**src/cpu_ctrl_defs.svh**
```systemverilog
// Shared widths, flag bit positions and size codes for the instruction controller
// Include in any file that needs them; the guard makes repeated includes harmless
`ifndef CPU_CTRL_DEFS_SVH
`define CPU_CTRL_DEFS_SVH

`define OP_W     32     // Opcode window, four bytes little endian
`define RCODE_W  8      // Expanded register code

`define FLAG_S   7      // Sign
`define FLAG_Z   6      // Zero
`define FLAG_V   2      // Overflow / parity
`define FLAG_C   0      // Carry

`define SZ_BYTE  2'd0   // zz size field
`define SZ_WORD  2'd1
`define SZ_LONG  2'd2

`endif

```
**src/cpu_ctrl_pkg.sv**
```systemverilog
// Types and helper functions shared by the controller blocks and its testbench
// Import with cpu_ctrl_pkg::* in the module header
`include "cpu_ctrl_defs.svh"

package cpu_ctrl_pkg;

    typedef enum logic [1:0] {
        PH_FETCH,
        PH_EXEC,   // Second byte of a register prefixed instruction
        PH_FILL    // Upper immediate bytes
    } phase_t;

    typedef enum logic [5:0] {
        ALU_NOP, ALU_MOVE,
        ALU_ADD, ALU_ADC, ALU_SUB, ALU_SBC,
        ALU_AND, ALU_XOR, ALU_OR, ALU_CP,
        ALU_INC, ALU_DEC, ALU_CPL, ALU_NEG,
        ALU_RCF, ALU_SCF, ALU_CCF, ALU_ZCF
    } alu_op_t;

    // Code order follows the cc nibble of JR
    typedef enum logic [3:0] {
        F, LT, LE, ULE, OV, MI, EQ, C,
        T, GE, GT, UGT, NOV, PL, NE, NC
    } cond_t;

    // Short register number to full register code
    function automatic logic [`RCODE_W-1:0] reg_code(input logic [2:0] r, input logic [1:0] sz);
        if (sz == `SZ_BYTE)
            return {4'he, r[2:1], 1'b0, ~r[0]};   // W,A,B,C,D,E,H,L pairing
        else if (r[2])
            return {4'hf, r[1:0], 2'd0};          // XIX..XSP
        else
            return {4'he, r[1:0], 2'd0};          // XWA..XHL
    endfunction

    function automatic logic [2:0] size_mask(input logic [1:0] sz);
        case (sz)
            `SZ_BYTE: return 3'b001;
            `SZ_WORD: return 3'b010;
            default:  return 3'b100;
        endcase
    endfunction

endpackage

```
**src/cpu_ctrl.sv**
```systemverilog
// Top of the instruction controller
// Joins both decoders and the condition evaluator to the sequencer
`include "cpu_ctrl_defs.svh"

module cpu_ctrl import cpu_ctrl_pkg::*; (
    input  logic                clk,
    input  logic                rst,
    input  logic                cen,
    input  logic [`OP_W-1:0]    op,
    input  logic                op_ok,
    input  logic [7:0]          flags,
    output logic [2:0]          fetched,
    output logic                pc_rel,
    output logic                flag_we,
    output alu_op_t             alu_op,
    output logic [31:0]         alu_imm,
    output logic                alu_smux,
    output logic                alu_wait,
    output logic [2:0]          regs_we,
    output logic [`RCODE_W-1:0] regs_dst,
    output logic [`RCODE_W-1:0] regs_src
);

    logic jump_ok;
    phase_t f_phase, s_phase;
    logic [2:0] f_nbytes, s_nbytes, f_we_mask, s_we_mask;
    logic [`RCODE_W-1:0] f_dst, f_src, s_dst, s_src, pre_reg;
    alu_op_t f_alu_op, s_alu_op;
    logic [31:0] f_imm, s_imm;
    logic f_smux, f_fill, f_flag_we, f_pc_rel;
    logic s_smux, s_fill, s_flag_we;
    logic [1:0] f_size, size;

    jump_cond u_jump_cond (
        .flags   (flags),
        .cond    (cond_t'(op[3:0])),
        .jump_ok (jump_ok)
    );

    first_decode u_first_decode (
        .op         (op),
        .jump_ok    (jump_ok),
        .nx_phase   (f_phase),
        .nbytes     (f_nbytes),
        .dst        (f_dst),
        .src        (f_src),
        .alu_op_nx  (f_alu_op),
        .imm        (f_imm),
        .smux       (f_smux),
        .fill       (f_fill),
        .flag_we_nx (f_flag_we),
        .pc_rel_nx  (f_pc_rel),
        .we_mask    (f_we_mask),
        .size       (f_size)
    );

    second_decode u_second_decode (
        .op         (op),
        .pre_reg    (pre_reg),
        .size       (size),
        .nx_phase   (s_phase),
        .nbytes     (s_nbytes),
        .dst        (s_dst),
        .src        (s_src),
        .alu_op_nx  (s_alu_op),
        .imm        (s_imm),
        .smux       (s_smux),
        .fill       (s_fill),
        .flag_we_nx (s_flag_we),
        .we_mask    (s_we_mask)
    );

    ctrl_seq u_ctrl_seq (
        .clk       (clk),
        .rst       (rst),
        .cen       (cen),
        .op_ok     (op_ok),
        .op        (op),
        .f_phase   (f_phase),
        .f_nbytes  (f_nbytes),
        .f_dst     (f_dst),
        .f_src     (f_src),
        .f_alu_op  (f_alu_op),
        .f_imm     (f_imm),
        .f_smux    (f_smux),
        .f_fill    (f_fill),
        .f_flag_we (f_flag_we),
        .f_pc_rel  (f_pc_rel),
        .f_we_mask (f_we_mask),
        .f_size    (f_size),
        .s_phase   (s_phase),
        .s_nbytes  (s_nbytes),
        .s_dst     (s_dst),
        .s_src     (s_src),
        .s_alu_op  (s_alu_op),
        .s_imm     (s_imm),
        .s_smux    (s_smux),
        .s_fill    (s_fill),
        .s_flag_we (s_flag_we),
        .s_we_mask (s_we_mask),
        .fetched   (fetched),
        .pc_rel    (pc_rel),
        .flag_we   (flag_we),
        .alu_smux  (alu_smux),
        .alu_wait  (alu_wait),
        .alu_op    (alu_op),
        .alu_imm   (alu_imm),
        .regs_we   (regs_we),
        .regs_dst  (regs_dst),
        .regs_src  (regs_src),
        .pre_reg   (pre_reg),
        .size      (size)
    );

endmodule

```
**src/ctrl_seq.sv**
```systemverilog
// Instruction sequencer, owns the phase and registers every control output
// Takes the first decoder in PH_FETCH, the second in PH_EXEC and runs PH_FILL itself
`include "cpu_ctrl_defs.svh"

module ctrl_seq import cpu_ctrl_pkg::*; (
    input  logic                clk,
    input  logic                rst,
    input  logic                cen,
    input  logic                op_ok,
    input  logic [`OP_W-1:0]    op,
    input  phase_t              f_phase,
    input  logic [2:0]          f_nbytes,
    input  logic [`RCODE_W-1:0] f_dst,
    input  logic [`RCODE_W-1:0] f_src,
    input  alu_op_t             f_alu_op,
    input  logic [31:0]         f_imm,
    input  logic                f_smux,
    input  logic                f_fill,
    input  logic                f_flag_we,
    input  logic                f_pc_rel,
    input  logic [2:0]          f_we_mask,
    input  logic [1:0]          f_size,
    input  phase_t              s_phase,
    input  logic [2:0]          s_nbytes,
    input  logic [`RCODE_W-1:0] s_dst,
    input  logic [`RCODE_W-1:0] s_src,
    input  alu_op_t             s_alu_op,
    input  logic [31:0]         s_imm,
    input  logic                s_smux,
    input  logic                s_fill,
    input  logic                s_flag_we,
    input  logic [2:0]          s_we_mask,
    output logic [2:0]          fetched,
    output logic                pc_rel,
    output logic                flag_we,
    output logic                alu_smux,
    output logic                alu_wait,
    output alu_op_t             alu_op,
    output logic [31:0]         alu_imm,
    output logic [2:0]          regs_we,
    output logic [`RCODE_W-1:0] regs_dst,
    output logic [`RCODE_W-1:0] regs_src,
    output logic [`RCODE_W-1:0] pre_reg,
    output logic [1:0]          size
);

    phase_t  phase, sel_phase;
    logic    ram_wait, advance;
    logic    pend_flag;
    logic [2:0] pend_we;                        // Write held back until the fill ends
    logic [2:0] sel_nbytes, sel_we_mask;
    logic [`RCODE_W-1:0] sel_dst, sel_src;
    alu_op_t sel_alu_op;
    logic [31:0] sel_imm;
    logic    sel_smux, sel_fill, sel_flag_we;

    assign advance  = cen && op_ok && !ram_wait;
    assign alu_wait = phase == PH_FILL;

    always_comb begin
        sel_phase   = phase == PH_EXEC ? s_phase   : f_phase;
        sel_nbytes  = phase == PH_EXEC ? s_nbytes  : f_nbytes;
        sel_dst     = phase == PH_EXEC ? s_dst     : f_dst;
        sel_src     = phase == PH_EXEC ? s_src     : f_src;
        sel_alu_op  = phase == PH_EXEC ? s_alu_op  : f_alu_op;
        sel_imm     = phase == PH_EXEC ? s_imm     : f_imm;
        sel_smux    = phase == PH_EXEC ? s_smux    : f_smux;
        sel_fill    = phase == PH_EXEC ? s_fill    : f_fill;
        sel_flag_we = phase == PH_EXEC ? s_flag_we : f_flag_we;
        sel_we_mask = phase == PH_EXEC ? s_we_mask : f_we_mask;
    end

    always_comb begin
        fetched = 3'd0;
        if (advance)
            fetched = phase == PH_FILL ? (size == `SZ_LONG ? 3'd3 : 3'd1) : sel_nbytes;
    end

    always_ff @(posedge clk or posedge rst) begin
        if (rst) begin
            phase     <= PH_FETCH;
            ram_wait  <= 1'b0;
            regs_we   <= 3'd0;
            flag_we   <= 1'b0;
            pc_rel    <= 1'b0;
            alu_op    <= ALU_NOP;
            alu_imm   <= 32'd0;
            alu_smux  <= 1'b0;
            regs_dst  <= '0;
            regs_src  <= '0;
            pre_reg   <= '0;
            size      <= `SZ_BYTE;
            pend_we   <= 3'd0;
            pend_flag <= 1'b0;
        end else begin
            regs_we <= 3'd0;                    // Strobes last one cycle
            flag_we <= 1'b0;
            pc_rel  <= 1'b0;
            if (cen)
                ram_wait <= fetched != 3'd0;    // Memory refills the window
            if (advance) begin
                if (phase == PH_FILL) begin
                    if (size == `SZ_LONG)
                        alu_imm[31:8] <= op[23:0];
                    else
                        alu_imm[15:8] <= op[7:0];
                    regs_we   <= pend_we;
                    flag_we   <= pend_flag;
                    pend_we   <= 3'd0;
                    pend_flag <= 1'b0;
                    phase     <= PH_FETCH;
                end else begin
                    phase    <= sel_phase;
                    alu_op   <= sel_alu_op;
                    alu_imm  <= sel_imm;
                    alu_smux <= sel_smux;
                    regs_dst <= sel_dst;
                    regs_src <= sel_src;
                    pc_rel   <= phase == PH_FETCH && f_pc_rel;
                    if (phase == PH_FETCH) begin
                        pre_reg <= f_dst;       // Prefix register for the EXEC byte
                        size    <= f_size;
                    end
                    if (sel_fill) begin
                        pend_we   <= sel_we_mask;
                        pend_flag <= sel_flag_we;
                    end else begin
                        regs_we <= sel_we_mask;
                        flag_we <= sel_flag_we;
                    end
                end
            end
        end
    end

endmodule

```
**src/first_decode.sv**
```systemverilog
// First opcode byte decoder, proposes what the sequencer does on a fetch advance
// Purely combinational; the sequencer decides whether the proposal is taken
`include "cpu_ctrl_defs.svh"

module first_decode import cpu_ctrl_pkg::*; (
    input  logic [`OP_W-1:0]    op,
    input  logic                jump_ok,
    output phase_t              nx_phase,
    output logic [2:0]          nbytes,
    output logic [`RCODE_W-1:0] dst,
    output logic [`RCODE_W-1:0] src,
    output alu_op_t             alu_op_nx,
    output logic [31:0]         imm,
    output logic                smux,
    output logic                fill,
    output logic                flag_we_nx,
    output logic                pc_rel_nx,
    output logic [2:0]          we_mask,
    output logic [1:0]          size
);

    always_comb begin
        nx_phase   = PH_FETCH;
        nbytes     = 3'd1;     // Unknown bytes are skipped as NOP
        dst        = '0;
        src        = '0;
        alu_op_nx  = ALU_NOP;
        imm        = 32'd0;
        smux       = 1'b0;
        fill       = 1'b0;
        flag_we_nx = 1'b0;
        pc_rel_nx  = 1'b0;
        we_mask    = 3'd0;
        size       = `SZ_BYTE;
        casez (op[7:0])
            8'h00, 8'h20: ;                       // NOP
            8'b0001_00??: begin                   // RCF SCF CCF ZCF
                flag_we_nx = 1'b1;
                case (op[1:0])
                    2'd0:    alu_op_nx = ALU_RCF;
                    2'd1:    alu_op_nx = ALU_SCF;
                    2'd2:    alu_op_nx = ALU_CCF;
                    default: alu_op_nx = ALU_ZCF;
                endcase
            end
            8'b0010_0???, 8'b0011_0???, 8'b0100_0???: begin  // LD R,#
                size = op[6:4] == 3'd2 ? `SZ_BYTE :
                       op[6:4] == 3'd3 ? `SZ_WORD : `SZ_LONG;
                dst       = reg_code(op[2:0], size);
                src       = dst;
                alu_op_nx = ALU_MOVE;
                imm       = {24'd0, op[15:8]};    // Low byte, the rest comes in the fill
                smux      = 1'b1;
                nbytes    = 3'd2;
                we_mask   = size_mask(size);
                fill      = size != `SZ_BYTE;
                nx_phase  = fill ? PH_FILL : PH_FETCH;
            end
            8'b011?_????: begin                   // JR cc
                if (op[4]) begin
                    imm    = {{16{op[23]}}, op[23:8]} + 32'd3;
                    nbytes = 3'd3;
                end else begin
                    imm    = {{24{op[15]}}, op[15:8]} + 32'd2;
                    nbytes = 3'd2;
                end
                pc_rel_nx = jump_ok;
            end
            8'b110?_1???, 8'b1110_1???: begin     // Register prefix, zz=11 excluded
                size     = op[5:4];
                dst      = reg_code(op[2:0], size);
                src      = dst;
                nx_phase = PH_EXEC;
            end
            default: ;
        endcase
    end

endmodule

```
**src/jump_cond.sv**
```systemverilog
// Condition evaluator for JR cc
// Combinational, takes the live flag byte and the cc nibble
`include "cpu_ctrl_defs.svh"

module jump_cond import cpu_ctrl_pkg::*; (
    input  logic [7:0] flags,
    input  cond_t      cond,
    output logic       jump_ok
);

    logic fs, fz, fv, fc;

    assign fs = flags[`FLAG_S];
    assign fz = flags[`FLAG_Z];
    assign fv = flags[`FLAG_V];
    assign fc = flags[`FLAG_C];

    always_comb begin
        case (cond)
            F:       jump_ok = 1'b0;
            LT:      jump_ok = fs ^ fv;              // Signed less than
            LE:      jump_ok = fz | (fs ^ fv);
            ULE:     jump_ok = fz | fc;              // Unsigned
            OV:      jump_ok = fv;
            MI:      jump_ok = fs;
            EQ:      jump_ok = fz;
            C:       jump_ok = fc;
            T:       jump_ok = 1'b1;
            GE:      jump_ok = ~(fs ^ fv);
            GT:      jump_ok = ~(fz | (fs ^ fv));
            UGT:     jump_ok = ~(fz | fc);
            NOV:     jump_ok = ~fv;
            PL:      jump_ok = ~fs;
            NE:      jump_ok = ~fz;
            default: jump_ok = ~fc;                  // NC
        endcase
    end

endmodule

```
**src/second_decode.sv**
```systemverilog
// Second byte decoder for register prefixed instructions
// Uses the register and size recorded at the prefix advance
`include "cpu_ctrl_defs.svh"

module second_decode import cpu_ctrl_pkg::*; (
    input  logic [`OP_W-1:0]    op,
    input  logic [`RCODE_W-1:0] pre_reg,
    input  logic [1:0]          size,
    output phase_t              nx_phase,
    output logic [2:0]          nbytes,
    output logic [`RCODE_W-1:0] dst,
    output logic [`RCODE_W-1:0] src,
    output alu_op_t             alu_op_nx,
    output logic [31:0]         imm,
    output logic                smux,
    output logic                fill,
    output logic                flag_we_nx,
    output logic [2:0]          we_mask
);

    // Same op order in the register and immediate groups
    function automatic alu_op_t alu_code(input logic [2:0] code);
        case (code)
            3'd0:    return ALU_ADD;
            3'd1:    return ALU_ADC;
            3'd2:    return ALU_SUB;
            3'd3:    return ALU_SBC;
            3'd4:    return ALU_AND;
            3'd5:    return ALU_XOR;
            3'd6:    return ALU_OR;
            default: return ALU_CP;
        endcase
    endfunction

    always_comb begin
        nx_phase   = PH_FETCH;
        nbytes     = 3'd1;
        dst        = pre_reg;
        src        = pre_reg;
        alu_op_nx  = ALU_NOP;
        imm        = 32'd0;
        smux       = 1'b0;
        fill       = 1'b0;
        flag_we_nx = 1'b0;
        we_mask    = 3'd0;
        casez (op[7:0])
            8'b1???_0???: begin                   // ALU R,r
                dst        = reg_code(op[2:0], size);
                alu_op_nx  = alu_code(op[6:4]);
                flag_we_nx = 1'b1;
                we_mask    = op[6:4] == 3'd7 ? 3'd0 : size_mask(size);  // CP keeps R
            end
            8'b1100_1???: begin                   // ALU r,#
                alu_op_nx  = alu_code(op[2:0]);
                imm        = {24'd0, op[15:8]};
                smux       = 1'b1;
                nbytes     = 3'd2;
                flag_we_nx = 1'b1;
                we_mask    = op[2:0] == 3'd7 ? 3'd0 : size_mask(size);
                fill       = size != `SZ_BYTE;
                nx_phase   = fill ? PH_FILL : PH_FETCH;
            end
            8'b1000_1???: begin                   // LD R,r
                dst       = reg_code(op[2:0], size);
                alu_op_nx = ALU_MOVE;
                we_mask   = size_mask(size);
            end
            8'b1001_1???: begin                   // LD r,R
                src       = reg_code(op[2:0], size);
                alu_op_nx = ALU_MOVE;
                we_mask   = size_mask(size);
            end
            8'b0110_????: begin                   // INC/DEC #3, zero stands for 8
                alu_op_nx  = op[3] ? ALU_DEC : ALU_INC;
                imm        = {28'd0, op[2:0] == 3'd0, op[2:0]};
                smux       = 1'b1;
                flag_we_nx = 1'b1;
                we_mask    = size_mask(size);
            end
            8'b0000_011?: begin                   // CPL, NEG
                alu_op_nx  = op[0] ? ALU_NEG : ALU_CPL;
                flag_we_nx = 1'b1;
                we_mask    = size_mask(size);
            end
            default: ;
        endcase
    end

endmodule

```
**config.mk**
```make
export PLATFORM = sky130hd
export DESIGN_NAME = cpu_ctrl
export DESIGN_NICKNAME = d
export VERILOG_FILES = /design/src/cpu_ctrl_pkg.sv /design/src/cpu_ctrl.sv /design/src/ctrl_seq.sv /design/src/first_decode.sv /design/src/jump_cond.sv /design/src/second_decode.sv
export VERILOG_INCLUDE_DIRS = /design/src
export SDC_FILE = /design/constraint.sdc
export NUM_CORES = 1
export LEC_CHECK = 0
export ABC_CLOCK_PERIOD_IN_PS = 7150
export BUFFER_PORTS_ARGS = -buffer_cell sky130_fd_sc_hd__buf_2
export CAP_MARGIN = 25
export CORE_MARGIN = 3
export CORE_UTILIZATION = 27
export DETAILED_ROUTE_END_ITERATION = 8
export GPL_ROUTABILITY_DRIVEN = 0
export PLACE_DENSITY = 0.55
export SLEW_MARGIN = 20
export SYNTH_ARGS = -nofsm -noshare
export SYNTH_HDL_FRONTEND = slang
export SYNTH_SLANG_ARGS = --single-unit
```
**constraint.sdc**
```tcl
create_clock -name clk -period 7.15 [get_ports clk]
set_input_delay 1.43 -clock clk [delete_from_list [all_inputs] [get_ports clk]]
set_output_delay 1.43 -clock clk [all_outputs]
set_load 0.01 [all_outputs]
```
==> impl_metrics.ini, run 1 <==
[power]
power.switching_fraction_pct = 31.8
power.internal_mw = 0.817
p_leak_nw = 2.34
power-per-cell-area_mw_per_mm2 = 221
peakVddDrop_uv = 133
power.share.sequential_pct = 38.3
comb_power_share_pct = 23.8
power_mw = 1.20
power.switching_mw = 0.380
pwr-share-clk_pct = 37.9

[hold_path]
min_delay_worst_endpoint = u_ctrl_seq.alu_smux
worst_hold_path.num_cells = 2
hold_startpoint = u_ctrl_seq.alu_smux
min_path_type = reg2reg

[yosys]
largest_family_of_logic_cells_by_synthesized_area = compound AO/OA/AOI/OAI gates
synth_common_cells = nand2_1 (91), dfrtp_1 (67), nor2_1 (41)
yosys_register_bits = 67
ys.warnings.count = 0
synthFlopType = dfrtp_1
ys_seq_area_share_pct = 36.4
yosys.cell_count.top_type = nand2_1
postSynthCellCount = 564
synth_top_area_cell = dfrtp_1
post_synth.cell_area_avg_um2 = 8.17
synth_xor_area_share_pct = 2.28
synth_compound_area_share_pct = 26.3
yosys.area_share.simple_pct = 25.2
syn-cell-area_mm2 = 0.00461
ffs_w_async_s_r_synth_pct = 100
synth_cell_type_count = 78
synth.area.mux_share_pct = 1.76
number_of_enable_flip_flop_cells_after_synthesis = 0
synth-adder-area-share_pct = 0.814
synth.top_cells.by_area = dfrtp_1 (36%), nand2_1 (7.4%), o21ai_0 (4.0%)
synth.top_cell.area_share_pct = 36.4

[cts]
clockRootBuffer = clkbuf_16
cts.htree.levels = 3
numCtsBuffers = 9
clock_transition_at_the_registers_of_the_reported_paths_ns = 0.05
cts_hold_buffers = 0
post_cts.resized_instances = 0
cts_setup_buffers = 0
clock_latency_ns = 0.33
tritoncts = done
clkSinkCount = 67
clockBufferDepth = 2

[finish]
max_flop_register = u_ctrl_seq.alu_imm
non_filler_instance_count_after_layout = 844
finalNetCount = 667
drive_gt1_share_pct = 22.8
flow.area_growth_from_synthesis_pct = 17.6
final_design_area_no_fill_mm2 = 0.00542
final.fill_count = 1763
n_diodes = 0
largest_reg_flops = 32
postLayoutCoreUtil_pct = 32.6

[floorplan]
placement_rows = 47
die_area_mm2 = 0.0187
start_util_pct = 27.7
die_w_um = 137
io_pins = 108
die_y_um = 137
core_mm2 = 0.0166

[setup_path]
critical_path.reg2reg.endpoint = u_ctrl_seq.alu_imm[25]
arrival_ns = 3.57
cp.required_ns = 5.72
r2r_slack_ns = 4.72
crit_type = in2out
start_kind = primary input
reg2regPathDepth = 5
crit_fanout = 35
critPathCaptureType = output port
worst_r2r_startpoint = u_ctrl_seq.phase[0]

[timing]
drv_slew = 0
max_slew.worst_pin.slew_ns = 0.880
clock_tree_skew_after_final_layout_ns = 0.00662
max_freq_ghz = 0.200
report.final.setup_viol = 0
rsz0062_at_grt = no
period_minus_slack_ns = 5.00
timing.final.ws_setup_ns = 2.15
hold_ws_ns = 0.475
post-route-period-util_pct = 69.9
timing.setup.tns_ns = 0
relSlewSlack_pct = 41.4
finalHoldViolations = 0

[drt]
dr.first_iter.drc_count = 369
ant_nets = 0
route.final.wire_length_um = 14700
routedWlPerCell_um = 17.5
via_per_inst = 5.36
detail_route.first_pass.iterations = 5
drc_errors = 0
route.vias.total = 4525

[grt]
initial_antenna_violation_count = 0
track_usage_pct = 15.8
wire_length_of_the_first_global_routing_pass_um = 23400
via_count_of_the_first_global_routing_pass = 4304
grt_remaining_overflow = 0
grt_max_degree = 68

[placed_design]
postPlaceCellArea_mm2 = 0.00512
dp_worst_setup_slack_ns = 2.18
numPortBuffers = 91
detailedPlacementHpwl_um = 10400
placed_cells_incl_taps = 829

[status]
run_status = completed

[job]
cap_violations = 0
how the worst max path moves through the flow:
stage,from,to,slack (ns),depth (start not counted)
after global placement,op[4],fetched[1],2.20,7
after CTS,op_ok,fetched[1],2.17,5
final,op[4],fetched[1],2.15,7
after detailed placement,op_ok,fetched[1],2.18,5
after global routing,op[4],fetched[1],2.03,7
after floorplan,op[4],fetched[1],2.84,6
critical path, cell delays in order:
cell      delay, ns
buf_2          0.32
or3b_4         0.52
a211o_1        0.40
nor2_1         0.25
a211oi_1       0.08
nor3_1         0.33
buf_2          0.21
final cells by class:
cell class	instances	area (um^2)	area share (%)
Clock inverter	2	35.0	0.647
Sequential cell	67	1680	30.9
Inverter	16	60.1	1.11
Clock buffer	13	260	4.80
Tap cell	220	275	5.08
Timing Repair Buffer	96	493	9.10
Multi-Input combinational cell	430	2620	48.3
power groups by stage:
stage                     Combinational [mW]  Clock, mW  Sequential [mW]
after floorplan                        0.169          0            0.480
after global placement                 0.281          0            0.464
after detailed placement               0.286          0            0.466
after CTS                              0.287      0.463            0.460
after global routing                   0.316      0.482            0.466
final                                  0.284      0.454            0.459
layout by cell type (no fill, tap or decap), types with 5 or more instances in the layout:
cell type	instances
o22ai_1	6
o2bb2ai_1	5
xnor2_1	5
a21oi_1	35
nand3_1	20
nor3_1	15
nand2_1	90
buf_4	5
o31ai_1	6
nor2_1	41
and3_1	7
mux2i_1	7
xor2_1	7
buf_2	91
nor4_1	6
a211oi_1	7
clkbuf_16	9
o211ai_1	21
nand4_1	8
dfrtp_1	67
inv_1	14
o21ai_0	37
a31oi_1	7
nand2b_1	8
routing by layer:
layer  part of all wire [%]  track usage, %  up-vias  routed length [um]
met5                      0               0        -                   0
met4                    3.3            6.61        0                 488
met3                    6.7            3.49       32                 984
met2                     46            24.0      169                6800
met1                     44            21.6     2172                6470
li1                       -               -     2152                   -
logic make-up after synthesis:
family          after synthesis
flops                        67
fa+ha+maj                     3
compound gates              169
buf+inv                      70
other cells                   1
mux                           8
simple gates                234
xor+xnor                     12
No activity file was read; power rests on OpenSTA's default activity.
==> run 2: changes to the inputs <==
Settings changed: ABC_AREA set to 1, ABC_CLOCK_PERIOD_IN_PS 7150 to 5100.
Clock period 7.15 ns to 5.1 ns, I/O delays scaled along.
==> run 2 against run 1 <==
Compared with the run above: worst setup slack lost 1.0 ns; largest power group unchanged; first-iteration DRC count shrank 5.4%; critical endpoint is now fetched[0]; utilization grew 1.7 points; non-clock buffer count grew 2; routed wire length shrank 5.3%.
==> impl_metrics.ini, run 2 <==
[floorplan]
die_y_um = 133
die_area_mm2 = 0.0177
placement_rows = 45
core_mm2 = 0.0155
die_w_um = 133
start_util_pct = 28.2
io_pins = 108

[placed_design]
numPortBuffers = 91
dp_worst_setup_slack_ns = 1.13
detailedPlacementHpwl_um = 10400

[finish]
drive_gt1_share_pct = 21.3
layout.cells.most_common = nand2_1
final_cell_mix = nand2_1 (141), nor2_1 (96), buf_2 (91)
multiInputGateArea_mm2 = 0.00229
layout.area.seq_mm2 = 0.00168
flow.area_growth_from_synthesis_pct = 21.4
n_diodes = 0
finalNetCount = 754
max_flop_register = u_ctrl_seq.alu_imm
final.fill_count = 1705
largest_reg_flops = 32

[setup_path]
crit_family = simple AND/OR/NAND/NOR gates
r2r_slack_ns = 2.65
cp_slowest_cell = clkinv_1
crit_fanout = 9
arrival_ns = 2.97
reg2regPathDepth = 9
critPathCaptureType = output port
crit_type = in2out
number_of_buffer_and_inverter_instances_along_the_worst_setup_path = 4
cp_cell_sequence = buf_2 -> clkinv_1 -> nand3_1 -> nor2_1 -> nor2_2 -> nand2_1 -> nand2_1 -> o21ai_0 -> nand2_1 -> inv_1 -> buf_2
crit_path_max_incr_delay_ns = 0.36
start_kind = primary input
timing.critical_path.mode_cell = nand2_1
cp.depth = 11
cp.required_ns = 4.08

[hold_path]
worst_hold_path.num_cells = 2
min_path_type = reg2reg

[grt]
wire_length_of_the_first_global_routing_pass_um = 22200
via_count_of_the_first_global_routing_pass = 4224
grt_max_degree = 40
initial_antenna_violation_count = 0
grt_remaining_overflow = 0
track_usage_pct = 15.5

[yosys]
postSynthCellCount = 627
synth_top_area_cell = dfrtp_1
yosys.cell_count.top_type = nand2_1
ys_seq_area_share_pct = 38.4
number_of_enable_flip_flop_cells_after_synthesis = 0
syn-cell-area_mm2 = 0.00437
ffs_w_async_s_r_synth_pct = 100
synth_cell_type_count = 44
synth.top_cell.area_share_pct = 38.4
synth_common_cells = nand2_1 (141), nor2_1 (96), dfrtp_1 (67)
ys.warnings.count = 0
synthFlopType = dfrtp_1
synth.top_cells.by_area = dfrtp_1 (38%), nand2_1 (12%), nor2_1 (8.3%)
post_synth.cell_area_avg_um2 = 6.96
yosys_register_bits = 67

[cts]
post_cts.resized_instances = 0
cts_setup_buffers = 0
clockRootBuffer = clkbuf_16
numCtsBuffers = 9
clkSinkCount = 67
cts.htree.levels = 3
clockBufferDepth = 2
cts_hold_buffers = 0
tritoncts = done
clock_latency_ns = 0.34
clock_transition_at_the_registers_of_the_reported_paths_ns = 0.06

[drt]
ant_nets = 0
route.final.wire_length_um = 14000
detail_route.first_pass.iterations = 5
via_per_inst = 4.83
routedWlPerCell_um = 15.1
drc_errors = 0
dr.first_iter.drc_count = 349
route.vias.total = 4461

[timing]
drv_slew = 0
max_slew.worst_pin.slew_ns = 0.654
report.final.setup_viol = 0
clock_tree_skew_after_final_layout_ns = 0.00785
finalHoldViolations = 0
relSlewSlack_pct = 56.3
max_freq_ghz = 0.251
rsz0062_at_grt = no
post-route-period-util_pct = 78.2
timing.setup.tns_ns = 0
hold_ws_ns = 0.471
timing.final.ws_setup_ns = 1.11
period_minus_slack_ns = 3.99

[job]
cap_violations = 0

[power]
peakVddDrop_uv = 140
power_mw = 1.90
power-per-cell-area_mw_per_mm2 = 358
p_leak_nw = 2.60

[status]
run_status = completed
run 2: changes by cell type after synthesis, sizes merged, moves of 8 or more:
cell | before | now
inv | 16 | 61
nand2b | 8 | 0
nand2 | 91 | 147
nand3 | 20 | 41
o211ai | 25 | 2
nor2 | 42 | 104
clkbuf | 27 | 11
a21oi | 36 | 66
run 2: final timing paths:
check	from	to
min in group asynchronous	rst	u_ctrl_seq.alu_smux
worst min register to register	u_ctrl_seq.pend_flag	u_ctrl_seq.pend_flag
max in group asynchronous	rst	u_ctrl_seq.phase[0]
worst max-delay path	op[0]	fetched[0]
worst min-delay path	u_ctrl_seq.pend_flag	u_ctrl_seq.pend_flag
worst max register to register	u_ctrl_seq.phase[0]	u_ctrl_seq.alu_imm[6]
run 2: layout make-up:
cell class / count / area share, %
multi-input cells: 469 / 43.3
flip-flops and latches: 67 / 31.6
repair buffers: 98 / 9.58
well taps: 211 / 4.98
clock buffers: 10 / 4.51
inverters: 62 / 4.39
clock inverters: 6 / 1.68
run 2: kinds of logic (layout without fill, tap and decap cells):
family,count (synthesis),count (layout),share of synthesized area [%]
xor gates and xnor gates,5,5,1.00
buffers and inverters,94,176,9.34
other,1,4,0.0859
DFF,67,67,38.4
adders and majority gates,3,3,0.860
and+or+nand+nor,313,313,31.3
AOI/OAI and AO/OA,144,144,19.1
run 2: metrics by stage:
stage	cell area (um^2)	cells	util (%)
after floorplan	4380	630	-
after CTS	5300	923	34.2
after detailed placement	4970	907	32.1
final	5300	923	34.2
after global routing	5300	923	34.2
after global placement	4970	907	32.1
run 2: metal layers:
layer  up-vias  track usage, %  share of wire, %
met5         -               0                 0
met3        22            3.10               6.6
met1      2054            20.2                44
met2       160            25.4                47
li1       2225               -                 -
met4         0            6.06               2.2
run 2: power by group:
group          total, mW  leakage (nW)  internal [mW]  switching, mW
Clock              0.682         0.155          0.441          0.241
Combinational      0.508          1.62          0.191          0.317
Sequential         0.709         0.827          0.645         0.0643
Total               1.90          2.60           1.28          0.623
run 2: tightest hold or removal path, delay by kind of cell (launching register included):
family | cells | cell delay [ns]
flops | 1 | 0.34
simple gates | 2 | 0.10
